<file path="config.mk">
export PLATFORM = sky130hd
export DESIGN_NAME = mul_pipe
export DESIGN_NICKNAME = d
export VERILOG_FILES = /design/src/common/rs_pkg.sv /design/src/design/mul_pipe.sv
export SDC_FILE = /design/constraint.sdc
export NUM_CORES = 1
export LEC_CHECK = 0
export BUFFER_PORTS_ARGS = -buffer_cell sky130_fd_sc_hd__buf_2
export CORE_UTILIZATION = 25
export CTS_CLUSTER_SIZE = 25
export DETAILED_ROUTE_END_ITERATION = 6
export PLACE_DENSITY_LB_ADDON = 0.08
export SYNTH_ARGS = -nofsm -noshare
export SYNTH_HDL_FRONTEND = slang
export SYNTH_SLANG_ARGS = --single-unit
</file>
<file path="constraint.sdc">
create_clock -name clk -period 20 [get_ports clk]
set_input_delay 2 -clock clk [delete_from_list [all_inputs] [get_ports clk]]
set_output_delay 2 -clock clk [all_outputs]
set_load 0.005 [all_outputs]
</file>
<file path="src/common/rs_pkg.sv">
`default_nettype none

package rs_pkg;

  localparam int word_w = 32;

  localparam int num_regs = 16;
  localparam int reg_w = 4;

  localparam int add_depth = 4;
  localparam int mul_depth = 4;

  // tag is the unit bit followed by the entry index
  localparam int tag_w = 3;
  localparam int idx_w = tag_w - 1;
  localparam logic unit_add = 1'b0;
  localparam logic unit_mul = 1'b1;

  // op_mv with an immediate writes the register at issue
  typedef enum logic [1:0] {
    op_add = 2'd0,
    op_mul = 2'd1,
    op_mv  = 2'd2
  } op_t;

  // the entry's ready bit tells which view holds
  typedef union packed {
    logic signed [word_w-1:0] value;
    struct packed {
      logic [word_w-tag_w-1:0] pad;
      logic [tag_w-1:0]        tag;
    } prod;
  } operand_u;

  typedef struct packed {
    logic     busy;
    logic     a_ready;
    logic     b_ready;
    operand_u a;
    operand_u b;
  } entry_t;

endpackage

`default_nettype wire

</file>
<file path="src/design/mul_pipe.sv">
`timescale 1ns/1ps
`default_nettype none

module mul_pipe (
  input  wire logic                             clk,
  input  wire logic                             arst_n,
  input  wire logic                             in_valid,
  input  wire logic [rs_pkg::tag_w-1:0]         in_tag,
  input  wire logic signed [rs_pkg::word_w-1:0] in_a,
  input  wire logic signed [rs_pkg::word_w-1:0] in_b,
  output logic                                  out_valid,
  output logic [rs_pkg::tag_w-1:0]              out_tag,
  output logic [rs_pkg::word_w-1:0]             out_value
);

  import rs_pkg::*;

  logic [2:0] valid_q;
  logic [tag_w-1:0] tag_q [3];
  logic signed [word_w-1:0] s1_a;
  logic signed [word_w-1:0] s1_b;
  logic signed [word_w-1:0] s2_prod;
  logic [word_w-1:0] s3_prod;

  always_ff @(posedge clk or negedge arst_n) begin
    if (!arst_n) begin
      valid_q <= '0;
    end else begin
      valid_q <= {valid_q[1:0], in_valid};
    end
  end

  always_ff @(posedge clk) begin
    tag_q[0] <= in_tag;
    tag_q[1] <= tag_q[0];
    tag_q[2] <= tag_q[1];
    s1_a <= in_a;
    s1_b <= in_b;
    // low word only
    s2_prod <= s1_a * s1_b;
    s3_prod <= s2_prod;
  end

  assign out_valid = valid_q[2];
  assign out_tag = tag_q[2];
  assign out_value = s3_prod;

endmodule

`default_nettype wire

</file>
### Yosys cells after proc, flatten, opt, wreduce, memory -nomap -nowiden

Memories as Yosys holds them, arrays and structs flattened.
Index checks and enable logic that the tools add are counted.
Widths: inputs -> output; s select.

| storage, ports and cells | value |
|---|---|
| bits of input ports | 70 |
| word-level logic and storage cells | 7 |
| bits in writable memories | 9 |
| register bits | 131 |
| memories | 1 |

Memories:

| name | words | width | read ports | clocked after memory_dff | write ports | RTL line | text |
|---|---|---|---|---|---|---|---|
| tag_q | 3 | 3 | 3 | 0 | 3 | mul_pipe.sv:19 | `logic [tag_w-1:0] tag_q [3];` |

| cells by class | value |
|---|---|
| $mul | 1 |

Operator list:

| kind | number |
|---|---|
| $mul 32x32->32 | 1 |

### Depth between registers and ports, before layout

| logic depth | value |
|---|---|
| depth after elaboration | 1 |
| depth in mapped cells | 27 |
| gate-level depth less buffers | 24 |

### Least setup slack after synthesis

No wires, ideal clock.

| timing | value |
|---|---|
| path type | reg2reg |
| start | register s1_b[3] |
| end | register s2_prod[28] |
| setup slack | 12.985 ns |
| clock period less this slack | 7.015 ns |
| library setup time | 0.095 ns |
| data arrival time | 6.919 ns |
| data required time | 19.905 ns |
| cell stages (with the launch flop) | 26 |
| cell sequence | dfxtp_1 clkbuf_1 clkbuf_1 and2_1 fa_1 fa_1 inv_1 fa_1 fa_1 inv_1 fa_1 inv_1 fa_1 inv_1 fa_1 fa_1 ha_1 buf_2 a21o_1 a21o_1 a21o_1 a21oi_1 a31oi_4 o31ai_4 or4b_1 o311ai_1 |

| between the ends | value |
|---|---|
| longest elaborated chain between the ends | 1 |

Ends and longest elaborated chain:

| what | RTL line | text |
|---|---|---|
| start: declaration | mul_pipe.sv:21 | `logic signed [word_w-1:0] s1_b;` |
| start signal: assignment | mul_pipe.sv:38 | `s1_b <= in_b;` |
| $mul 32x32->32 | mul_pipe.sv:40 | `s2_prod <= s1_a * s1_b;` |
| end signal: assignment | mul_pipe.sv:40 |  |
| end: declaration | mul_pipe.sv:22 | `logic signed [word_w-1:0] s2_prod;` |

No other way between the ends.

### Worst setup path after layout

| timing | value |
|---|---|
| start | register s1_b[9] |
| end | register s2_prod[29] |

The elaborated chain is that of the path after synthesis.

==> results.py <==
metrics = {
    "global_route": {
        "grt_max_degree": 33,
        "grt_use_total_pct": 15.4,
        "grt_pass1_wl_um": 88100,
        "antenna_found_initial": 1,
        "first_global_vias": 14352,
        "grt-ovfl-total": 0,
    },
    "worst_setup_path": {
        "critPathCaptureType": "flop",
        "cp.required_ns": 20.37,
        "worstSetupStartpointType": "flop",
        "crit_arrival_ns": 8.07,
        "reg2regPathDepth": 22,
        "path_max_fanout": 23,
        "reg2reg_to": "s2_prod[29]",
        "crit_type": "reg2reg",
        "r2r-start": "s1_b[9]",
        "r2r_slack_ns": 12.30,
    },
    "sta": {
        "min_period_ns": 7.70,
        "timing.final.crit_share_pct": 38.5,
        "rsz0062_at_grt": "false",
        "worst_pin_slew_ns": 1.22,
        "slew_viol_final": 0,
        "fin_skew_ns": 0.0198,
        "setup-violations-final": 0,
        "hold_viol": 0,
        "relSlewSlack_pct": 18.7,
        "whs_ns": 0.323,
        "fmax_mhz": 130,
        "setup_tns_ns": 0,
    },
    "clocking": {
        "cts_tree": "built",
        "cts_buffers": 17,
        "cts.sinks": 140,
        "htree_num_levels": 4,
        "clockBufferDepth": 2,
        "clk_latency_ns": 0.49,
        "postCtsHoldBufs": 0,
        "post-cts-setup-buffer-count": 0,
        "path_clk_slew_ns": 0.08,
        "clock-root-buffer": "clkbuf_16",
        "ctsResizeCount": 0,
    },
    "routing": {
        "drtIter0Drc": 437,
        "vias": 12417,
        "postRouteWirelength_um": 56100,
        "dr.pass1.iters": 4,
        "via_per_inst": 4.07,
        "wl_per_cell_um": 18.4,
        "postRouteAntennaNets": 0,
        "drc": 0,
    },
    "final_layout": {
        "finalNetCount": 2637,
        "layout_commonest_cell": "inv_1",
        "final_cell_mix": "inv_1, fa_1, and2_1",
        "syn2layout_area_growth_pct": 11.4,
        "drive_gt1_share_pct": 8.01,
        "design_area_um2": 21400,
    },
    "logic_synthesis": {
        "synth-edff-count": 0,
        "synth_area_um2": 19200,
        "yosys_register_bits": 140,
        "yosysSeqAreaShare_pct": 14.7,
        "syn-num-nets": 2589,
        "syn_area_per_cell_um2": 9.79,
        "synthFlopType": "dfxtp_1",
        "yosysWarnings": 0,
        "async_flop_share_pct": 2.14,
        "synthDistinctLibCells": 49,
        "syn_inst": 1961,
    },
    "floorplanning": {
        "die_w_um": 279,
        "start_util_pct": 25.3,
        "core_area_um2": 75900,
        "io_pins": 106,
        "dieArea_um2": 77900,
        "die_h_um": 279,
        "placementRows": 101,
    },
    "place": {
        "port_buffers": 105,
        "dp_hpwl_um": 44200,
        "placedInstanceArea_um2": 20800,
        "routabilityCongestion": 0.739,
    },
    "worst_hold_path": {
        "holdPathEnd": "out_value[21]",
        "hold_path.class": "reg2reg",
        "hold_depth": 0,
        "min_from": "s2_prod[21]",
    },
    "run": {
        "drv_cap": 0,
    },
    "outcome": {
        "status": "complete, no violations",
    },
}
-- worst max-delay path, cell delays in order (launching register included) --
cell and delay, ns:
dfxtp_1 1.13, nand2_1 0.18, fa_1 0.44, inv_1 0.07
fa_1 0.43, fa_1 0.51, inv_1 0.05, fa_1 0.48
inv_1 0.07, fa_1 0.50, inv_1 0.06, fa_1 0.53
inv_1 0.05, fa_1 0.39, fa_1 0.42, ha_1 0.40
and3_1 0.21, nand3_1 0.14, nor4_1 0.50, a211oi_2 0.21
o31ai_1 0.46, a2111oi_0 0.16, nand3b_1 0.18
-- cells by family after synthesis --
| group | Yosys count | synth area share [%] |
|---|---|---|
| fa+ha+maj | 558 | 52.3 |
| buf+inv | 535 | 10.5 |
| xor+xnor | 85 | 3.88 |
| flops | 140 | 14.7 |
| compound gates | 63 | 2.48 |
| simple gates | 580 | 16.1 |
-- Yosys cell counts, types with 3 or more instances --
library cell	number	area share, %
a21o_1	9	0.35
a21oi_1	21	0.55
a31oi_1	3	0.098
and2_1	336	11
and3_1	4	0.13
buf_4	3	0.12
clkbuf_1	85	1.7
dfrtp_1	3	0.39
dfxtp_1	137	14
fa_1	408	43
ha_1	150	9.8
inv_1	446	8.7
nand2_1	200	3.9
nand3_1	5	0.13
nor2_1	14	0.27
nor3_1	8	0.21
o21ai_0	6	0.16
xnor2_1	68	3.1
xor2_1	17	0.78
-- how the worst max path moves through the flow --
stage | slack [ns] | to | from
floorplan | 12.99 | s2_prod[28] | s1_b[3]
global placement | 12.29 | s2_prod[29] | s1_b[2]
detailed placement | 12.20 | s2_prod[29] | s1_b[9]
CTS | 12.18 | s2_prod[29] | s1_b[2]
global route | 11.82 | s2_prod[29] | s1_b[2]
finish | 12.30 | s2_prod[29] | s1_b[9]
-- final cells by class --
cell class	count	area, um2
fill	8102	54600
multi-input combinational	1286	14400
sequential	140	2820
inverter	446	1670
tap	1030	1290
timing repair buffer	118	623
clock buffer	17	425
clock inverter	15	184
antenna	1	2.50
-- metal layers --
metal	part of all wire, %	track usage [%]	vias to the layer above
li1	-	-	5755
met3	2.1	1.64	33
met4	1.5	3.78	0
met2	51	27.0	131
met1	46	20.1	6498
met5	0	0	-
-- registers in the layout, indices dropped and copies added (netlist names) --
register,flops
out_value,32
s1_a,32
s1_b,32
tag_q,9
valid_q,3
s2_prod,32
-- per-stage QoR --
stage,util (%),cells,setup slack (ns)
floorplan,-,1961,12.99
global placement,27.3,3020,12.29
detailed placement,27.3,3020,12.20
CTS,28.1,3052,12.18
global route,28.1,3052,11.82
finish,28.1,3053,12.30
Power is not shown: default switching activity piles up to over one toggle a cycle in this logic, so the estimate is an artifact.
