<file path="config.mk">
export PLATFORM = sky130hd
export DESIGN_NAME = issue_unit
export DESIGN_NICKNAME = d
export VERILOG_FILES = /design/src/common/rs_pkg.sv /design/src/design/issue_unit.sv
export SDC_FILE = /design/constraint.sdc
export NUM_CORES = 1
export LEC_CHECK = 0
export BUFFER_PORTS_ARGS = -buffer_cell sky130_fd_sc_hd__buf_2
export CAP_MARGIN = 10
export CORE_AREA = 5 5 101 103
export DETAILED_ROUTE_END_ITERATION = 10
export DIE_AREA = 0 0 106 108
export SYNTH_ARGS = -nofsm -noshare
export SYNTH_HDL_FRONTEND = slang
export SYNTH_SLANG_ARGS = --single-unit
export TNS_END_PERCENT = 10
</file>
<file path="constraint.sdc">
create_clock -name vclk -period 1.46
set_input_delay 0.146 -clock vclk [all_inputs]
set_output_delay 0.146 -clock vclk [all_outputs]
set_load 0.02 [all_outputs]
</file>
<file path="src/common/rs_pkg.sv">
`default_nettype none

package rs_pkg;

  localparam int word_w = 32;

  localparam int num_regs = 16;
  localparam int reg_w = 4;

  localparam int add_depth = 4;
  localparam int mul_depth = 4;

  // tag is the unit bit followed by the entry index
  localparam int tag_w = 3;
  localparam int idx_w = tag_w - 1;
  localparam logic unit_add = 1'b0;
  localparam logic unit_mul = 1'b1;

  // op_mv with an immediate writes the register at issue
  typedef enum logic [1:0] {
    op_add = 2'd0,
    op_mul = 2'd1,
    op_mv  = 2'd2
  } op_t;

  // the entry's ready bit tells which view holds
  typedef union packed {
    logic signed [word_w-1:0] value;
    struct packed {
      logic [word_w-tag_w-1:0] pad;
      logic [tag_w-1:0]        tag;
    } prod;
  } operand_u;

  typedef struct packed {
    logic     busy;
    logic     a_ready;
    logic     b_ready;
    operand_u a;
    operand_u b;
  } entry_t;

endpackage

`default_nettype wire

</file>
<file path="src/design/issue_unit.sv">
`timescale 1ns/1ps
`default_nettype none

module issue_unit (
  input  wire logic                             issue_valid,
  input  wire rs_pkg::op_t                      issue_op,
  input  wire logic [rs_pkg::reg_w-1:0]         issue_dest,
  input  wire logic                             has_imm,
  input  wire logic signed [rs_pkg::word_w-1:0] imm,
  input  wire logic                             a_busy,
  input  wire logic [rs_pkg::tag_w-1:0]         a_tag,
  input  wire logic [rs_pkg::word_w-1:0]        a_value,
  input  wire logic                             b_busy,
  input  wire logic [rs_pkg::tag_w-1:0]         b_tag,
  input  wire logic [rs_pkg::word_w-1:0]        b_value,
  input  wire logic                             add_has_free,
  input  wire logic                             mul_has_free,
  input  wire logic [rs_pkg::idx_w-1:0]         add_free_idx,
  input  wire logic [rs_pkg::idx_w-1:0]         mul_free_idx,
  input  wire logic                             cdb_valid,
  input  wire logic [rs_pkg::tag_w-1:0]         cdb_tag,
  input  wire logic [rs_pkg::word_w-1:0]        cdb_value,
  output logic                                  issue_ready,
  output logic                                  rename_en,
  output logic [rs_pkg::reg_w-1:0]              rename_reg,
  output logic [rs_pkg::tag_w-1:0]              rename_tag,
  output logic                                  imm_wr_en,
  output logic [rs_pkg::reg_w-1:0]              imm_wr_reg,
  output logic signed [rs_pkg::word_w-1:0]      imm_wr_value,
  output logic                                  add_alloc_en,
  output logic                                  mul_alloc_en,
  output rs_pkg::operand_u                      alloc_a,
  output rs_pkg::operand_u                      alloc_b,
  output logic                                  alloc_a_ready,
  output logic                                  alloc_b_ready
);

  import rs_pkg::*;

  logic is_imm_mv;
  logic to_mul;
  logic accept;

  // value if settled or broadcast right now, else the producer tag
  function automatic logic [word_w:0] src_operand(
    input logic              busy,
    input logic [tag_w-1:0]  tag,
    input logic [word_w-1:0] value,
    input logic              fwd_valid,
    input logic [tag_w-1:0]  fwd_tag,
    input logic [word_w-1:0] fwd_value
  );
    operand_u opnd;
    logic     ready;
    opnd = '0;
    ready = 1'b1;
    if (!busy) begin
      opnd.value = value;
    end else if (fwd_valid && fwd_tag == tag) begin
      opnd.value = fwd_value;
    end else begin
      opnd.prod.tag = tag;
      ready = 1'b0;
    end
    return {ready, opnd};
  endfunction

  assign is_imm_mv = issue_op == op_mv && has_imm;
  assign to_mul = issue_op == op_mul;

  assign issue_ready = is_imm_mv || (to_mul ? mul_has_free : add_has_free);
  assign accept = issue_valid && issue_ready;

  assign imm_wr_en = accept && is_imm_mv;
  assign imm_wr_reg = issue_dest;
  assign imm_wr_value = imm;

  assign add_alloc_en = accept && !is_imm_mv && !to_mul;
  assign mul_alloc_en = accept && to_mul;

  assign rename_en = add_alloc_en || mul_alloc_en;
  assign rename_reg = issue_dest;
  assign rename_tag = to_mul ? {unit_mul, mul_free_idx} : {unit_add, add_free_idx};

  always_comb begin
    {alloc_a_ready, alloc_a} = src_operand(a_busy, a_tag, a_value,
                                           cdb_valid, cdb_tag, cdb_value);
    if (issue_op == op_mv) begin
      // register move adds zero
      alloc_b = '0;
      alloc_b_ready = 1'b1;
    end else if (has_imm) begin
      alloc_b = '0;
      alloc_b.value = imm;
      alloc_b_ready = 1'b1;
    end else begin
      {alloc_b_ready, alloc_b} = src_operand(b_busy, b_tag, b_value,
                                             cdb_valid, cdb_tag, cdb_value);
    end
  end

endmodule

`default_nettype wire

</file>
### After elaboration in Yosys (flattened, before gate mapping)

Cells that the tools add are included.

* shift-type cells: 0
* multiplexer cells: 16
* add/subtract/negate cells: 0
* divide/modulo/power cells: 0
* equality and inequality tests: 4
* multipliers: 0
* order comparisons: 0
* reductions and logical operators: 12
* bitwise logic cells: 0

Operator list (count)
* 2-to-1 mux 32 bit: 4
* 2-to-1 mux 29 bit: 2
* 2-to-1 mux 3 bit: 3
* logical AND 1 bit: 8
* 2-to-1 mux 1 bit: 7
* == test 3 bit: 2
* == test 2 x 1 -> 1 bit (second input constant): 1
* == test 2 bit (second input constant): 1
* logical NOT 1 bit: 2
* logical OR 1 bit: 2

* bits in registers: 0
* ROM bits: 0
* memories: 0
* bits in writable memories: 0
* latch bits: 0
* word-level logic and storage cells: 32
* input bits: 154

### Longest topological paths before layout

* depth after elaboration: 7
* depth in mapped cells: 6
* gate-level depth less buffers: 4

### Worst setup path before layout

OpenSTA, ideal clock, no wires.

* path type: input-to-output
* start: input b_busy
* end: output alloc_b[16] (netlist bit)
* stages on the path: 5
* path buffers: 3
* arrival time: 1.451 ns
* required time: 1.314 ns
* slack: -0.137 ns
* cells stage by stage: buf_2 buf_2 buf_1 nand3_1 a221oi_1

RTL lines
* from (decl): RTL line issue_unit.sv:13 `input wire logic b_busy,`
* to (decl): RTL line issue_unit.sv:33 `output rs_pkg::operand_u alloc_b,`

==> insert_results.sql <==
INSERT INTO impl_metrics (metric_group, metric, value, unit) VALUES
('floorplan', 'design.portCount', '268', ''),
('setup_path', 'worst_path_max_delay_cell', 'sky130_fd_sc_hd__or3_4', ''),
('power_and_ir_drop', 'net-switching-power', '0.000772', 'W'),
('status', 'outcome', 'finished with violations', ''),
('worst_hold_path', 'worstHoldPathType', 'in2out', ''),
('setup_path', 'worst_setup_path_end_kind', 'output pin', ''),
('synth', 'yosysSeqAreaShare', '0', '%'),
('setup_path', 'cp_top_family', 'simple AND/OR/NAND/NOR gates', ''),
('place', 'dpl.hpwl', '8.29', 'mm'),
('sta', 'finalWorstPathRequiredPeriod', '1.62', 'ns'),
('synth', 'avgSynthCellArea', '5.64', 'um^2'),
('routing', 'detail_route.iter0.violations', '130', ''),
('sta', 'finalHoldViolations', '0', ''),
('power_and_ir_drop', 'power.share.combinational', '100.0', '%'),
('layout', 'post-route-util', '40.6', '%'),
('global_routing', 'globalRoute.totalOverflow', '0', ''),
('power_and_ir_drop', 'cell_internal_power_dissipation', '0.000641', 'W'),
('global_routing', 'antenna_found_initial', '0', ''),
('sta', 'layout_worst_path_cycle_share', '111', '%'),
('floorplan', 'start_util', '20.9', '%'),
('routing', 'drc', '0', ''),
('layout', 'area.growth.synth_to_final', '94.0', '%'),
('layout', 'clk_buf_instances', '0', ''),
('routing', 'detailroute.via_count', '3171', ''),
('power_and_ir_drop', 'share_seq_of_total_power', '0', '%'),
('clocking', 'hold_buffers', '0', ''),
('power_and_ir_drop', 'power', '0.00141', 'W'),
('setup_path', 'crit_path_start_kind', 'input pin', ''),
('floorplan', 'die_w', '106', 'um'),
('routing', 'routed_wirelength', '10.7', 'mm'),
('floorplan', 'design.die.area', '11400', 'um^2'),
('sta', 'maxClockFrequency', '0.616', 'GHz'),
('layout', 'seq_cells', '0', ''),
('routing', 'route.detailed.wl_per_inst', '16.3', 'um'),
('power_and_ir_drop', 'pwr-share-clk', '0', '%'),
('routing', 'vias_per_cell', '4.82', ''),
('power_and_ir_drop', 'p_per_area', '382', 'nW/um^2'),
('layout', 'drive_gt1_share', '61.6', '%'),
('layout', 'diodes', '0', ''),
('setup_path', 'number_of_buffer_and_inverter_instances_along_the_worst_setup_path', '3', ''),
('setup_path', 'criticalPathCategory', 'in2out', ''),
('sta', 'slew_headroom', '68.5', '%'),
('global_routing', 'grt_first_pass_wirelength', '15.0', 'mm'),
('floorplan', 'placementRows', '35', ''),
('global_routing', 'grt_start_max_net_pins', '40', ''),
('sta', 'worst_slew_pin_slew', '0.473', 'ns'),
('sta', 'worst_slack', '-0.164', 'ns'),
('routing', 'dr.pass1.iters', '4', ''),
('setup_path', 'arrival', '1.48', 'ns'),
('floorplan', 'floorplan.core_area', '9110', 'um^2'),
('layout', 'final.fill_count', '958', ''),
('place', 'numPortBuffers', '256', ''),
('synth', 'postSynthCellCount', '338', ''),
('setup_path', 'critPathMostFrequentCell', 'sky130_fd_sc_hd__buf_6', ''),
('power_and_ir_drop', 'max-vdd-ir-drop', '0.000179', 'V'),
('sta', 'report.final.slew_viol_count', '0', ''),
('place', 'routabilityCongestion', '0.873', ''),
('setup_path', 'longest_individual_stage_delay_on_the_worst_path', '0.37', 'ns'),
('synth', 'yosys_warnings', '0', ''),
('setup_path', 'worstPathCellList', 'buf_6 -> xnor2_2 -> and4_4 -> clkbuf_16 -> and4_1 -> or3_4 -> buf_6', ''),
('setup_path', 'req_time_crit_path', '1.31', 'ns'),
('power_and_ir_drop', 'sw_frac_of_total', '54.6', '%'),
('global_routing', 'track_usage', '15.4', '%'),
('power_and_ir_drop', 'power.static_leakage', '2.01', 'nW'),
('sta', 'rsz0062_at_grt', 'yes', ''),
('layout', 'final-seq-area', '0', 'um^2'),
('job', 'drv_cap', '0', ''),
('setup_path', 'crit_path_max_fanout', '15', ''),
('synth', 'post_synth_instance_area', '1910', 'um^2'),
('global_routing', 'number_of_global_route_vias_before_repair', '3148', ''),
('status', 'violated_checks', 'negative setup slack', ''),
('sta', 'report.final.setup_viol', '44', ''),
('synth', 'synth_fp_nets', '492', ''),
('routing', 'antenna_left', '0', ''),
('floorplan', 'fp.dieH', '108', 'um'),
('synth', 'synth_cell_types', '29', ''),
('layout', 'final_nets', '703', '');
final timing paths:
kind	startpoint	to	slack (ns)	depth (start not counted)
worst max-delay path	b_tag[0]	alloc_b[2]	-0.16	7
worst min-delay path	issue_dest[0]	rename_reg[0]	0.29	0
power by group through the flow:
| stage | clock (W) | combinational (W) | sequential [W] |
|---|---|---|---|
| floorplan | 0 | 0.000726 | 0 |
| global placement | 0 | 0.00116 | 0 |
| detailed placement | 0 | 0.00117 | 0 |
| CTS | 0 | 0.00132 | 0 |
| global route | 0 | 0.00151 | 0 |
| finish | 0 | 0.00141 | 0 |
metal layers:
metal	wire, um	vias to the layer above	track usage, %	part of all wire [%]
li1	-	1565	-	-
met1	3900	1452	17.0	36
met2	5950	150	31.7	56
met3	809	4	2.51	7.6
met4	40	0	1.39	0.37
met5	0	-	0	0
synthesized netlist by cell type:
master                     number  share of area [%]
sky130_fd_sc_hd__a211oi_1       1               0.39
sky130_fd_sc_hd__a21oi_1       34                8.9
sky130_fd_sc_hd__a221oi_1      29                 13
sky130_fd_sc_hd__a31oi_1        3               0.99
sky130_fd_sc_hd__and2b_1        1               0.39
sky130_fd_sc_hd__and3_1         2               0.66
sky130_fd_sc_hd__and4_1         5                2.3
sky130_fd_sc_hd__and4b_1        3                1.6
sky130_fd_sc_hd__buf_1          3               0.59
sky130_fd_sc_hd__buf_2          7                1.8
sky130_fd_sc_hd__buf_4         43                 17
sky130_fd_sc_hd__buf_6          2                1.2
sky130_fd_sc_hd__clkbuf_1      18                3.5
sky130_fd_sc_hd__inv_1         60                 12
sky130_fd_sc_hd__mux2_2         2                1.2
sky130_fd_sc_hd__nand2_1       35                6.9
sky130_fd_sc_hd__nand3_1       31                8.1
sky130_fd_sc_hd__nand3b_1       1               0.39
sky130_fd_sc_hd__nand4_1        1               0.33
sky130_fd_sc_hd__nor2_1         6                1.2
sky130_fd_sc_hd__nor2b_1        5                1.6
sky130_fd_sc_hd__nor3_1         3               0.79
sky130_fd_sc_hd__o211ai_1       1               0.39
sky130_fd_sc_hd__o21ai_0        3               0.79
sky130_fd_sc_hd__o22ai_1       29                9.5
sky130_fd_sc_hd__or2b_1         1               0.39
sky130_fd_sc_hd__or3_1          3               0.99
sky130_fd_sc_hd__or4_4          1               0.59
sky130_fd_sc_hd__xnor2_1        5                2.3
through the flow:
| stage | area [um^2] | setup WS (ns) | TNS [ns] | std cells | hold slack, ns |
|---|---|---|---|---|---|
| 2_1_floorplan | 1920 | -0.137 | -2.96 | 338 | 0.405 |
| 3_3_place_gp | 3100 | -0.197 | -7.70 | 657 | 0.292 |
| 3_5_place_dp | 3100 | -0.293 | -9.25 | 657 | 0.292 |
| 4_1_cts | 3490 | -0.143 | -3.15 | 657 | 0.292 |
| 5_1_grt | 3700 | -0.214 | -7.76 | 658 | 0.292 |
| 6_report | 3700 | -0.164 | -3.39 | 658 | 0.292 |
area by class of cell:
| class | count | area, um^2 | share of cell area (%) |
|---|---|---|---|
| timing repair buffer | 282 | 1790 | 48.3 |
| multi-input combinational | 205 | 1550 | 41.9 |
| inverter | 60 | 225 | 6.09 |
| tap | 111 | 139 | 3.76 |
placed cells by master, fill, tap and decap left out, types with 3 or more instances in the layout:
cell type,instances
sky130_fd_sc_hd__buf_2,189
sky130_fd_sc_hd__buf_4,66
sky130_fd_sc_hd__inv_1,60
sky130_fd_sc_hd__a21oi_1,34
sky130_fd_sc_hd__nand2_1,34
sky130_fd_sc_hd__nand3_1,31
sky130_fd_sc_hd__a221oi_2,28
sky130_fd_sc_hd__buf_6,23
sky130_fd_sc_hd__o22ai_1,15
sky130_fd_sc_hd__o22ai_2,14
sky130_fd_sc_hd__nor2_1,6
sky130_fd_sc_hd__nor2b_1,5
sky130_fd_sc_hd__xnor2_2,3
sky130_fd_sc_hd__nor3_1,3
sky130_fd_sc_hd__and4b_1,3
sky130_fd_sc_hd__and4_1,3
sky130_fd_sc_hd__o21ai_0,3
sky130_fd_sc_hd__a31oi_1,3
sky130_fd_sc_hd__buf_12,3
logic make-up after synthesis:
logic type	share of synthesized area, %
buf+inv	35.9
compound gates	34.3
xor+xnor	2.30
mux	1.18
simple gates	26.3
repair_timing:
item,in CTS,in global routing
gates resized for setup,98,40
pin swaps,14,25
setup buffers,0,0
gates cloned,0,1
endpoints found under the setup margin,65,68
No activity file was read; power rests on OpenSTA's default activity.
