## config.mk

```make
export PLATFORM = sky130hd
export DESIGN_NAME = result_bus
export DESIGN_NICKNAME = d
export VERILOG_FILES = /design/src/common/rs_pkg.sv /design/src/design/result_bus.sv
export SDC_FILE = /design/constraint.sdc
export NUM_CORES = 1
export LEC_CHECK = 0
export BUFFER_PORTS_ARGS = -buffer_cell sky130_fd_sc_hd__buf_2
export CORE_UTILIZATION = 46
export CTS_CLUSTER_DIAMETER = 100
export DETAILED_ROUTE_END_ITERATION = 10
export GPL_TIMING_DRIVEN = 0
export HOLD_SLACK_MARGIN = 0.08
export PLACE_DENSITY = 0.79
export SLEW_MARGIN = 10
export SYNTH_ARGS = -nofsm -noshare
export SYNTH_HDL_FRONTEND = slang
export SYNTH_SLANG_ARGS = --single-unit
```

## constraint.sdc

```tcl
create_clock -name clk -period 2.5 [get_ports clk]
set_input_delay 0.5 -clock clk [delete_from_list [all_inputs] [get_ports clk]]
set_output_delay 0.5 -clock clk [all_outputs]
set_load 0.005 [all_outputs]
```

## src/common/rs_pkg.sv

```systemverilog
`default_nettype none

package rs_pkg;

  localparam int word_w = 32;

  localparam int num_regs = 16;
  localparam int reg_w = 4;

  localparam int add_depth = 4;
  localparam int mul_depth = 4;

  // tag is the unit bit followed by the entry index
  localparam int tag_w = 3;
  localparam int idx_w = tag_w - 1;
  localparam logic unit_add = 1'b0;
  localparam logic unit_mul = 1'b1;

  // op_mv with an immediate writes the register at issue
  typedef enum logic [1:0] {
    op_add = 2'd0,
    op_mul = 2'd1,
    op_mv  = 2'd2
  } op_t;

  // the entry's ready bit tells which view holds
  typedef union packed {
    logic signed [word_w-1:0] value;
    struct packed {
      logic [word_w-tag_w-1:0] pad;
      logic [tag_w-1:0]        tag;
    } prod;
  } operand_u;

  typedef struct packed {
    logic     busy;
    logic     a_ready;
    logic     b_ready;
    operand_u a;
    operand_u b;
  } entry_t;

endpackage

`default_nettype wire

```

## src/design/result_bus.sv

```systemverilog
`timescale 1ns/1ps
`default_nettype none

module result_bus (
  input  wire logic                             clk,
  input  wire logic                             arst_n,
  input  wire logic                             add_valid,
  input  wire logic [rs_pkg::tag_w-1:0]         add_tag,
  input  wire logic signed [rs_pkg::word_w-1:0] add_a,
  input  wire logic signed [rs_pkg::word_w-1:0] add_b,
  input  wire logic                             mul_valid,
  input  wire logic [rs_pkg::tag_w-1:0]         mul_tag,
  input  wire logic [rs_pkg::word_w-1:0]        mul_value,
  output logic                                  add_ready,
  output logic                                  cdb_valid,
  output logic [rs_pkg::tag_w-1:0]              cdb_tag,
  output logic [rs_pkg::word_w-1:0]             cdb_value
);

  import rs_pkg::*;

  logic held_valid;
  logic [tag_w-1:0] held_tag;
  logic [word_w-1:0] held_sum;
  logic held_sent;

  // mul result always owns the bus
  assign held_sent = held_valid && !mul_valid;
  assign add_ready = !held_valid || held_sent;

  always_ff @(posedge clk or negedge arst_n) begin
    if (!arst_n) begin
      held_valid <= 1'b0;
    end else if (add_valid && add_ready) begin
      held_valid <= 1'b1;
    end else if (held_sent) begin
      held_valid <= 1'b0;
    end
  end

  always_ff @(posedge clk) begin
    if (add_valid && add_ready) begin
      held_tag <= add_tag;
      held_sum <= add_a + add_b;
    end
  end

  assign cdb_valid = mul_valid || held_valid;
  assign cdb_tag = mul_valid ? mul_tag : held_tag;
  assign cdb_value = mul_valid ? mul_value : held_sum;

endmodule

`default_nettype wire

```

* After elaboration in Yosys (flattened, before gate mapping)
Cells that the tools add are included.
Word-level totals: register bits 36, input port bits 106, output and inout bits 37, word-level logic and storage cells 15
Operators by class: $add $sub $neg 1, muxes and demuxes 4, reduce and logical (&&, ||, !) cells 7
Operator list (count):
- 32-bit adder | 1
- 32-bit two-way mux | 1
- 3-bit two-way mux | 1
- 1-bit logical AND | 2
- 1-bit logical NOT | 2
- 1-bit logical OR | 2
- 1-bit two-way mux | 2
- 2-bit nonzero test | 1

* Depth between registers and ports, before layout
Gate-level depths: netlist (run 1).
depth after elaboration 5, gate-level depth with buffers 9, depth with buffers taken out 9

* Worst setup path after synthesis (run 1)
OpenSTA, ideal clock, no wires.
path type input-to-reg, start input add_a[0] (netlist bit), end register held_sum[18], data pin, setup time 0.265 ns, arrival time 2.504 ns, data required time 2.235 ns, path slack -0.269 ns, cell stages on the path 9, path buffers 0, cells stage by stage ha_1 fa_1 a21o_1 a221oi_4 o211ai_4 a31o_2 a31oi_1 o21ai_0 xor2_1
Between the ends: cells in the longest elaborated chain, start to end 1
Ends and longest elaborated chain:
- start: declaration | RTL line result_bus.sv:9 | input wire logic signed [rs_pkg::word_w-1:0] add_a,
- 32-bit adder | RTL line result_bus.sv:44 | held_sum <= add_a + add_b;
- end signal: assignment | RTL line result_bus.sv:44
- end: declaration | RTL line result_bus.sv:24 | logic [word_w-1:0] held_sum;
Every way passes these cells. A chain may end at the register's enable or synchronous reset.

* Worst setup path in the final report (run 1)
start input add_a[0] (netlist bit), end register held_sum[16], data pin
Same word-level chain as after synthesis.

==> flow_metrics.env, run 1 <==
export IMPL_synthMuxAreaShare_pct=12.2
export IMPL_core_sq_um=6790
export IMPL_whs_endpoint="held_tag[2]"
export IMPL_syn_area_sq_um=3230
export IMPL_critPathLaunchType="input pin"
export IMPL_pwr_share_comb_pct=39.6
export IMPL_ys_warn_count=0
export IMPL_wire_per_inst_um=14.5
export IMPL_portBuffers=141
export IMPL_fin_ws_ns=-0.0513
export IMPL_tightest_slew_ns=0.798
export IMPL_violations="negative setup slack"
export IMPL_critPathMaxStageDelay_ns=0.34
export IMPL_yosysSeqAreaShare_pct=33.3
export IMPL_crit_fanout=4
export IMPL_mostFrequentLayoutCells="buf_2 (141), mux2_2 (35), edfxtp_1 (35)"
export IMPL_hold_start="add_tag[2]"
export IMPL_vias=3033
export IMPL_whs_path_depth=1
export IMPL_cts_clk_slew_worst_paths_ns=0.07
export IMPL_first_global_vias=2756
export IMPL_cts_sinks=36
export IMPL_antenna_found_initial=0
export IMPL_final_hold_viol_count=0
export IMPL_critPathCaptureType="register"
export IMPL_r2r_worst_path_cells=2
export IMPL_synthArstFlopShare_pct=2.78
export IMPL_fill_cells=574
export IMPL_start_util_pct=47.5
export IMPL_power_density_nw_per_um2=463
export IMPL_gr_total_overflow=0
export IMPL_status="finished with violations"
export IMPL_cap_violations=0
export IMPL_cts_buffers=5
export IMPL_ir_drop_mv=0.170
export IMPL_fmaxAchievable_ghz=0.392
export IMPL_die_w_um=85.8
export IMPL_crit_type="input pin to register"
export IMPL_yosys_top_cells_area="edfxtp_1 (33%), mux2_2 (12%), ha_1 (12%)"
export IMPL_clk_latency_ns=0.28
export IMPL_ctsLongestPathBuffers=2
export IMPL_drive_gt1_share_pct=49.9
export IMPL_setup_viol=3
export IMPL_rsz0062_at_grt="true"
export IMPL_p_int_w=0.00141
export IMPL_place_gp_congestion=0.877
export IMPL_cpLargestDelayFamily="compound AO/OA/AOI/OAI gates"
export IMPL_pwr_share_clk_pct=22.0
export IMPL_cts_root_buf="clkbuf_8"
export IMPL_ys_seq_elements=36
export IMPL_final_common_cell="buf_2"
export IMPL_slew_headroom_pct=46.8
export IMPL_drt_initial_drc_count=95
export IMPL_synthesis_nets=450
export IMPL_slowest_stage="fa_2"
export IMPL_layout_min_cycle_time_ns=2.55
export IMPL_period_share_pct=102
export IMPL_reg2reg_from="held_valid"
export IMPL_path_cells="buf_6, ha_4, fa_2, a21o_1, a221oi_4, o211ai_4, a31o_4, nor2b_4, a311oi_2, xnor2_1"
export IMPL_p_switching_w=0.000619
export IMPL_ant_nets=0
export IMPL_avgSynthCellArea_sq_um=10.3
export IMPL_yosys_area_top_type_share_pct=32.6
export IMPL_worstPathRequired_ns=2.52
export IMPL_seqPwrFrac_pct=38.4
export IMPL_synth_flop_cell="edfxtp_1"
export IMPL_synth_top_family_by_area="compound AO/OA/AOI/OAI gates"
export IMPL_synth_compound_area_share_pct=20.3
export IMPL_num_rows=30
export IMPL_die_y_um=85.8
export IMPL_ys_types=56
export IMPL_synth_edff_count=35
export IMPL_htreeDepth=2
export IMPL_die_area_sq_um=7360
export IMPL_dp_hpwl_um=6430
export IMPL_dr_pass1_iters=4
export IMPL_clock_skew_ns=0.00198
export IMPL_drc=0
export IMPL_worstReg2RegEnd="held_sum[6]"
export IMPL_diodes=0
export IMPL_place_inst=549
export IMPL_synth_xor_area_share_pct=8.14
export IMPL_place_ws_ns=-0.424
export IMPL_cp_arrival_ns=2.58
export IMPL_power_leakage_nw=1.96
export IMPL_fin_nets=606
export IMPL_synthToLayoutAreaGrowth_pct=35.8
export IMPL_totalWireLength_um=8170
export IMPL_grt_max_degree=36
export IMPL_holdWs_ns=0.389
export IMPL_synthAdderAreaFrac_pct=12.6
export IMPL_io_pins=143
export IMPL_synth_simple_gate_area_share_pct=10.6
export IMPL_synth_cells=312
export IMPL_cts_tree="yes"
export IMPL_hp_class="input pin to register"
export IMPL_total_power_w=0.00203
export IMPL_via_per_inst=5.37
export IMPL_groute_usage_overall_pct=21.5
export IMPL_drv_slew=0
export IMPL_grt_first_pass_wirelength_um=12600
export IMPL_power_switching_share_pct=30.5
export IMPL_yosys_area_top_type="edfxtp_1"
export IMPL_worst_path_buf_inv=1
export IMPL_r2r_slack_ns=0.96
export IMPL_fin_cells=565
[stage by stage]
step	TNS [ns]	instance area, sq um	util [%]
final	-0.0962	4380	64.5
after global routing	-0.411	4380	64.5
after CTS	-0.0102	4320	63.5
after detailed placement	-4.73	4110	60.5
after global placement	-4.14	4110	60.5
after floorplan	-0.220	3280	-
[cells by family (layout without fill, tap and decap cells)]
| group | count (synthesis) | count (layout) |
|---|---|---|
| buffers and inverters | 21 | 178 |
| xor gates and xnor gates | 30 | 30 |
| AOI/OAI and AO/OA | 89 | 89 |
| DFF | 36 | 36 |
| and+or+nand+nor | 69 | 69 |
| muxes | 35 | 35 |
| adders and majority gates | 32 | 32 |
[cell usage after synthesis, drive strengths merged (4+ instances only)]
master and number:
a21o 13, nand2 18, nand4 7, edfxtp 35
ha 31, nor2 20, xor2 12, xnor2 18
o21ai 12, clkbuf 10, a21oi 25, inv 8
and3 5, nand3 5, mux2 35, a31o 4
[worst max-delay path by stage]
stage             start           end  slack [ns]  cells past startpoint
2_1_floorplan  add_a[0]  held_sum[30]       -0.08                      9
3_3_place_gp   add_a[4]  held_sum[31]       -0.43                      9
3_5_place_dp   add_a[4]  held_sum[31]       -0.42                      9
4_1_cts        add_a[4]  held_sum[21]       -0.01                      9
5_1_grt        add_a[0]  held_sum[24]       -0.12                     10
6_report       add_a[0]  held_sum[16]       -0.05                     10
[area by class of cell]
class                   instances  area [sq um]  share of cell area, %
clock buffers                   8           100                   2.28
repair buffers                152           803                   18.3
inverters                       8          30.0                  0.685
plain buffers                  10          48.8                   1.11
multi-input cells             255          2210                   50.3
well taps                      96           120                   2.74
flip-flops and latches         36          1080                   24.5
[metal layers]
metal  wire length, um  vias up  track usage, %
met1              3650     1406            27.5
met4                84        0            5.76
li1                  -     1504               -
met2              4030      115            38.8
met5                 0        -               0
met3               404        8            2.12
[flip-flops by register name (all words and copies together) (netlist names)]
register / flops
held_sum: 32
held_tag: 3
held_valid: 1
[power groups by stage]
stage	Clock [W]	Combinational (W)	Sequential, W
6_report	0.000447	0.000804	0.000779
3_5_place_dp	0	0.000744	0.000794
2_1_floorplan	0	0.000498	0.000783
3_3_place_gp	0	0.000726	0.000793
4_1_cts	0.000456	0.000775	0.000781
5_1_grt	0.000478	0.000878	0.000785
[timing repair]
item | in CTS | in global routing
endpoints found under the setup margin | 7 | 10
resized for setup | 12 | 11
pin swaps | 6 | 5
hold buffers | 1 | 0
setup buffers | 6 | 4
hold endpoints to repair | 1 | 0
Note: power is estimated with default switching activity, not from simulation.
==> run 2: changes to the inputs <==
--- a/config.mk
+++ b/config.mk
@@ -6,12 +6,12 @@
 export NUM_CORES = 1
 export LEC_CHECK = 0
 export BUFFER_PORTS_ARGS = -buffer_cell sky130_fd_sc_hd__buf_2
-export CORE_UTILIZATION = 46
+export CORE_UTILIZATION = 35
 export CTS_CLUSTER_DIAMETER = 100
 export DETAILED_ROUTE_END_ITERATION = 10
 export GPL_TIMING_DRIVEN = 0
-export HOLD_SLACK_MARGIN = 0.08
-export PLACE_DENSITY = 0.79
+export HOLD_SLACK_MARGIN = 0.06
+export PLACE_DENSITY = 0.63
 export SLEW_MARGIN = 10
 export SYNTH_ARGS = -nofsm -noshare
 export SYNTH_HDL_FRONTEND = slang
==> run 2 against run 1 <==
Against the previous run:
- the run ends with design-rule violations, negative setup slack left
- sequential power barely moved
- utilization fell by 15 points
- flip-flop and latch count stayed put
- fmax fell by 0.30%
- die area is 31% higher
- via count down 2.8%
- combinational power about the same
- first-iteration DRC count is 32% higher
- hold slack better by 0.0038 ns
- final area about the same
- power down 2.7%
==> flow_metrics.env, run 2 (synthesized netlist as in run 1, its figures left out) <==
export IMPL_tightest_slew_ns=0.815
export IMPL_place_ws_ns=-0.562
export IMPL_dr_pass1_iters=8
export IMPL_worstReg2RegEnd="held_sum[5]"
export IMPL_top_regs="held_sum: 32 flops, held_tag: 3 flops, held_valid: 1 flops"
export IMPL_antenna_found_initial=0
export IMPL_setup_viol=2
export IMPL_die_y_um=98.0
export IMPL_synthToLayoutAreaGrowth_pct=35.7
export IMPL_critPathLaunchType="input pin"
export IMPL_layout_min_cycle_time_ns=2.56
export IMPL_r2r_worst_path_cells=2
export IMPL_r2r_slack_ns=0.94
export IMPL_cts_tree="yes"
export IMPL_cts_clk_slew_worst_paths_ns=0.07
export IMPL_violations="design-rule violations, negative setup slack"
export IMPL_place_gp_congestion=0.824
export IMPL_fmaxAchievable_ghz=0.391
export IMPL_first_global_vias=2822
export IMPL_wire_per_inst_um=14.2
export IMPL_mostFrequentLayoutCells="buf_2 (141), mux2_2 (35), edfxtp_1 (35)"
export IMPL_final_hold_viol_count=0
export IMPL_fin_ws_ns=-0.0590
export IMPL_fin_nets=605
export IMPL_core_sq_um=8810
export IMPL_cts_buffers=5
export IMPL_grt_first_pass_wirelength_um=13200
export IMPL_ant_nets=0
export IMPL_cap_violations=0
export IMPL_groute_usage_overall_pct=17.0
export IMPL_crit_fanout=4
export IMPL_portBuffers=141
export IMPL_ir_drop_mv=0.195
export IMPL_critPathCaptureType="register"
export IMPL_rsz0062_at_grt="true"
export IMPL_power_leakage_nw=1.95
export IMPL_totalWireLength_um=8190
export IMPL_top_register="held_sum"
export IMPL_io_pins=143
export IMPL_drive_gt1_share_pct=49.1
export IMPL_period_share_pct=102
export IMPL_hp_class="input pin to register"
export IMPL_htreeDepth=2
export IMPL_cts_root_buf="clkbuf_8"
export IMPL_diodes=0
export IMPL_cts_sinks=36
export IMPL_vias=2949
export IMPL_drc=11
export IMPL_gr_total_overflow=0
export IMPL_drt_initial_drc_count=125
export IMPL_num_rows=34
export IMPL_final_common_cell="buf_2"
export IMPL_status="finished with violations"
export IMPL_worstPathRequired_ns=2.52
export IMPL_hold_start="add_tag[0]"
export IMPL_clock_skew_ns=0.0115
export IMPL_grt_max_degree=36
export IMPL_crit_type="input pin to register"
export IMPL_whs_endpoint="held_tag[0]"
export IMPL_slew_headroom_pct=45.7
export IMPL_power_density_nw_per_um2=451
export IMPL_utilization_pct=49.8
export IMPL_start_util_pct=36.7
export IMPL_cp_arrival_ns=2.58
export IMPL_ctsLongestPathBuffers=2
export IMPL_drv_slew=0
export IMPL_whs_path_depth=1
export IMPL_via_per_inst=5.12
export IMPL_fill_cells=846
export IMPL_die_w_um=98.0
export IMPL_die_area_sq_um=9610
export IMPL_largest_reg_flops=32
export IMPL_reg2reg_from="held_valid"
export IMPL_clk_latency_ns=0.28
export IMPL_dp_hpwl_um=6700
## run 2: cell count changes in the layout (fill, tap and decap cells not counted), sizes merged
cell	previous run	this run
clkbuf	15	13
clkinv	0	1
buf	154	153
clkinvlp	0	1
## run 2: critical path: stages
cell and delay, ns:
buf_6 0.10, ha_4 0.15, fa_2 0.34, a21o_1 0.21
a221oi_4 0.34, o211ai_4 0.15, a31o_4 0.26, nor2b_4 0.12
a311oi_2 0.29, xnor2_2 0.12
## run 2: through the flow
stage	power, W	instance area, sq um	setup TNS (ns)	instances	hold slack (ns)
2_1_floorplan	0.00128	3280	-0.220	312	0.204
3_3_place_gp	0.00153	4130	-4.70	561	0.277
3_5_place_dp	0.00154	4130	-4.96	561	0.280
4_1_cts	0.00198	4320	-0.0894	575	0.383
5_1_grt	0.00210	4380	-0.279	576	0.384
6_report	0.00197	4380	-0.108	576	0.393
## run 2: worst max path at each step
stage               startpoint           end  slack, ns  cells after the start
floorplan             add_a[0]  held_sum[30]      -0.08                      9
global placement      add_a[4]  held_sum[31]      -0.54                      9
detailed placement    add_a[4]  held_sum[31]      -0.56                      9
CTS                   add_a[0]  held_sum[16]      -0.05                     10
global route          add_a[0]  held_sum[16]      -0.12                     10
finish                add_a[0]  held_sum[16]      -0.06                     10
## run 2: cell type report
class	instances	area [sq um]	area share (%)
timing repair buffer	152	803	18.3
inverter	8	30.0	0.685
clock inverter	2	11.3	0.257
sequential	36	1080	24.6
tap	108	135	3.08
multi-input combinational	255	2220	50.6
buffer	9	37.5	0.857
clock buffer	6	72.6	1.66
## run 2: per-layer routing
layer	vias up	wire length, um	track usage (%)	share of wire, %
met4	0	99	4.31	1.2
met2	80	4020	30.2	49
met5	-	0	0	0
met1	1352	3710	22.0	45
li1	1510	-	-	-
met3	7	364	1.65	4.4
## run 2: power by group
group | switching (W) | internal (W) | leakage (nW)
sequential | 0.0000195 | 0.000762 | 0.344
clock | 0.000199 | 0.000193 | 0.0388
combinational | 0.000400 | 0.000402 | 1.56
total | 0.000618 | 0.00136 | 1.95
## run 2: timing repair
| action | in CTS | in global routing |
|---|---|---|
| endpoints found under the setup margin | 7 | 11 |
| gates resized for setup | 13 | 10 |
| pin swaps | 4 | 6 |
| hold buffers | 1 | 0 |
| endpoints found under the hold margin | 1 | 0 |
| buffers inserted | 5 | 5 |
==> run 3: changes to the inputs <==
--- a/config.mk
+++ b/config.mk
@@ -11,7 +11,6 @@
 export DETAILED_ROUTE_END_ITERATION = 10
 export GPL_TIMING_DRIVEN = 0
 export HOLD_SLACK_MARGIN = 0.06
-export PLACE_DENSITY = 0.63
 export SLEW_MARGIN = 10
 export SYNTH_ARGS = -nofsm -noshare
 export SYNTH_HDL_FRONTEND = slang
==> run 3 against run 2 <==
Against the previous run:
- the run still ends with design-rule violations, negative setup slack left
- global-route usage shrank 0.40 points
- register-to-register slack improved by 0.03 ns
- count of clock-buffer cells in the layout increased by 1
- flip-flop and latch count unchanged
- non-clock buffer count increased by 1
- sequential power is essentially flat
- hold slack better by 0.0047 ns
- critical path type unchanged
- largest cell class unchanged
- highest routed layer unchanged
==> flow_metrics.env, run 3 (synthesized netlist as in run 1, its figures left out) <==
export IMPL_status="finished with violations"
export IMPL_violations="design-rule violations, negative setup slack"
export IMPL_place_gp_congestion=0.831
export IMPL_busiest_layer="met2"
export IMPL_rsz0062_at_grt="true"
export IMPL_ant_nets=0
export IMPL_worstReg2RegEnd="held_sum[0]"
export IMPL_use_met1_pct=22.5
export IMPL_layout_min_cycle_time_ns=2.50
export IMPL_drv_slew=0
export IMPL_fill_cells=830
export IMPL_mostFrequentLayoutCells="buf_2 (140), mux2_2 (35), edfxtp_1 (35)"
export IMPL_crit_type="input pin to register"
export IMPL_cts_clk_slew_worst_paths_ns=0.07
export IMPL_core_sq_um=8810
export IMPL_via_per_inst=5.11
export IMPL_grt_met3_usage_pct=1.57
export IMPL_multi_input_comb_area_sq_um=2230
export IMPL_r2r_slack_ns=0.97
export IMPL_fin_ws_ns=-0.00338
export IMPL_place_inst=561
export IMPL_io_pins=143
export IMPL_grt_use_met2_pct=28.3
export IMPL_top_regs="held_sum: 32 flops, held_tag: 3 flops, held_valid: 1 flops"
export IMPL_ctsLongestPathBuffers=2
export IMPL_grt_max_degree=36
export IMPL_hp_class="input pin to register"
export IMPL_fmaxAchievable_ghz=0.399
export IMPL_seq_area_sq_um=1080
export IMPL_period_share_pct=100
export IMPL_setup_viol=2
export IMPL_cts_sinks=36
export IMPL_dp_hpwl_um=6580
export IMPL_whs_endpoint="held_tag[1]"
export IMPL_gr_total_overflow=0
export IMPL_cts_root_buf="clkbuf_8"
export IMPL_htreeDepth=2
export IMPL_die_area_sq_um=9610
export IMPL_cap_violations=0
export IMPL_final_common_cell="buf_2"
export IMPL_top_register="held_sum"
export IMPL_crit_fanout=4
export IMPL_totalWireLength_um=8050
export IMPL_tightest_slew_ns=0.787
export IMPL_power_leakage_nw=1.95
export IMPL_critPathLaunchType="input pin"
export IMPL_antenna_found_initial=0
export IMPL_dr_pass1_iters=7
export IMPL_num_rows=34
export IMPL_drt_initial_drc_count=114
export IMPL_power_density_nw_per_um2=447
export IMPL_fin_setup_tns_ns=-0.00429
export IMPL_first_global_vias=2838
export IMPL_die_y_um=98.0
export IMPL_largest_reg_flops=32
export IMPL_cts_buffers=5
export IMPL_clock_skew_ns=0.00420
export IMPL_diodes=0
export IMPL_vias=2950
export IMPL_portBuffers=141
export IMPL_ir_drop_mv=0.180
export IMPL_clk_latency_ns=0.28
export IMPL_die_w_um=98.0
export IMPL_grt_first_pass_wirelength_um=12900
export IMPL_drc=12
export IMPL_worstPathRequired_ns=2.51
export IMPL_fin_cells=577
export IMPL_final_hold_viol_count=0
export IMPL_slew_headroom_pct=47.5
export IMPL_critPathCaptureType="register"
export IMPL_hold_start="add_tag[1]"
export IMPL_drive_gt1_share_pct=49.7
export IMPL_whs_path_depth=1
export IMPL_groute_usage_overall_pct=16.6
export IMPL_cp_arrival_ns=2.52
export IMPL_synthToLayoutAreaGrowth_pct=36.7
export IMPL_reg2reg_from="held_valid"
export IMPL_cts_tree="yes"
export IMPL_start_util_pct=36.7
export IMPL_fin_nets=606
export IMPL_r2r_worst_path_cells=2
export IMPL_wire_per_inst_um=13.9
==> run 3: changes by cell type in the layout (fill, tap and decap cells not counted), sizes merged <==
| cell | delta |
|---|---|
| clkbuf | +2 |
| clkinvlp | -1 |
==> run 3: layer usage <==
metal | part of all wire [%] | wire [um] | vias up
li1 | - | - | 1507
met1 | 48 | 3860 | 1351
met2 | 46 | 3740 | 85
met3 | 4.6 | 369 | 7
met4 | 0.96 | 77 | 0
met5 | 0 | 0 | -
==> run 3: stage by stage <==
stage	power, W	cell area [sq um]	setup WS (ns)	utilization, %	hold slack [ns]
6_report	0.00197	4410	-0.00338	50.1	0.397
5_1_grt	0.00210	4410	-0.0865	50.1	0.384
4_1_cts	0.00195	4310	-0.0204	48.9	0.388
3_5_place_dp	0.00154	4130	-0.478	46.9	0.277
3_3_place_gp	0.00153	4130	-0.499	46.8	0.276
2_1_floorplan	0.00128	3280	-0.0813	-	0.204
==> run 3: area by class of cell <==
class	instances	share of cell area [%]
well taps	108	3.06
clock inverters	1	0.0851
repair buffers	151	18.1
clock buffers	7	1.73
plain buffers	11	1.36
inverters	8	0.681
multi-input cells	255	50.6
flip-flops and latches	36	24.4
==> run 3: timing repair <==
| action | in CTS | in global routing |
|---|---|---|
| hold buffers | 1 | 0 |
| gates resized for setup | 13 | 20 |
| pin swaps | 4 | 6 |
| setup buffers | 5 | 4 |
| endpoints found under the hold margin | 1 | 0 |
| setup endpoints to repair | 6 | 11 |
==> run 3: how the worst max path moves through the flow <==
| stage | cells past startpoint | start | slack (ns) | endpoint |
|---|---|---|---|---|
| 6_report | 10 | add_a[0] | -0.003 | held_sum[16] |
| 5_1_grt | 10 | add_a[0] | -0.09 | held_sum[16] |
| 3_5_place_dp | 9 | add_a[4] | -0.48 | held_sum[31] |
| 4_1_cts | 9 | add_a[4] | -0.02 | held_sum[21] |
| 3_3_place_gp | 9 | add_a[4] | -0.50 | held_sum[31] |
| 2_1_floorplan | 9 | add_a[0] | -0.08 | held_sum[30] |
==> run 3: where the power goes <==
part | internal (W) | switching, W | leakage, nW | total, W
Combinational | 0.000406 | 0.000405 | 1.57 | 0.000812
Clock | 0.000194 | 0.000186 | 0.0399 | 0.000380
Sequential | 0.000762 | 0.0000195 | 0.344 | 0.000781
==> run 3: critical path, cell delays in order <==
cell      delay (ns)
buf_8           0.10
ha_4            0.15
fa_2            0.34
a21o_1          0.20
a221oi_4        0.32
o211ai_4        0.14
a31o_4          0.26
nor2b_4         0.12
a311oi_2        0.25
xnor2_1         0.13
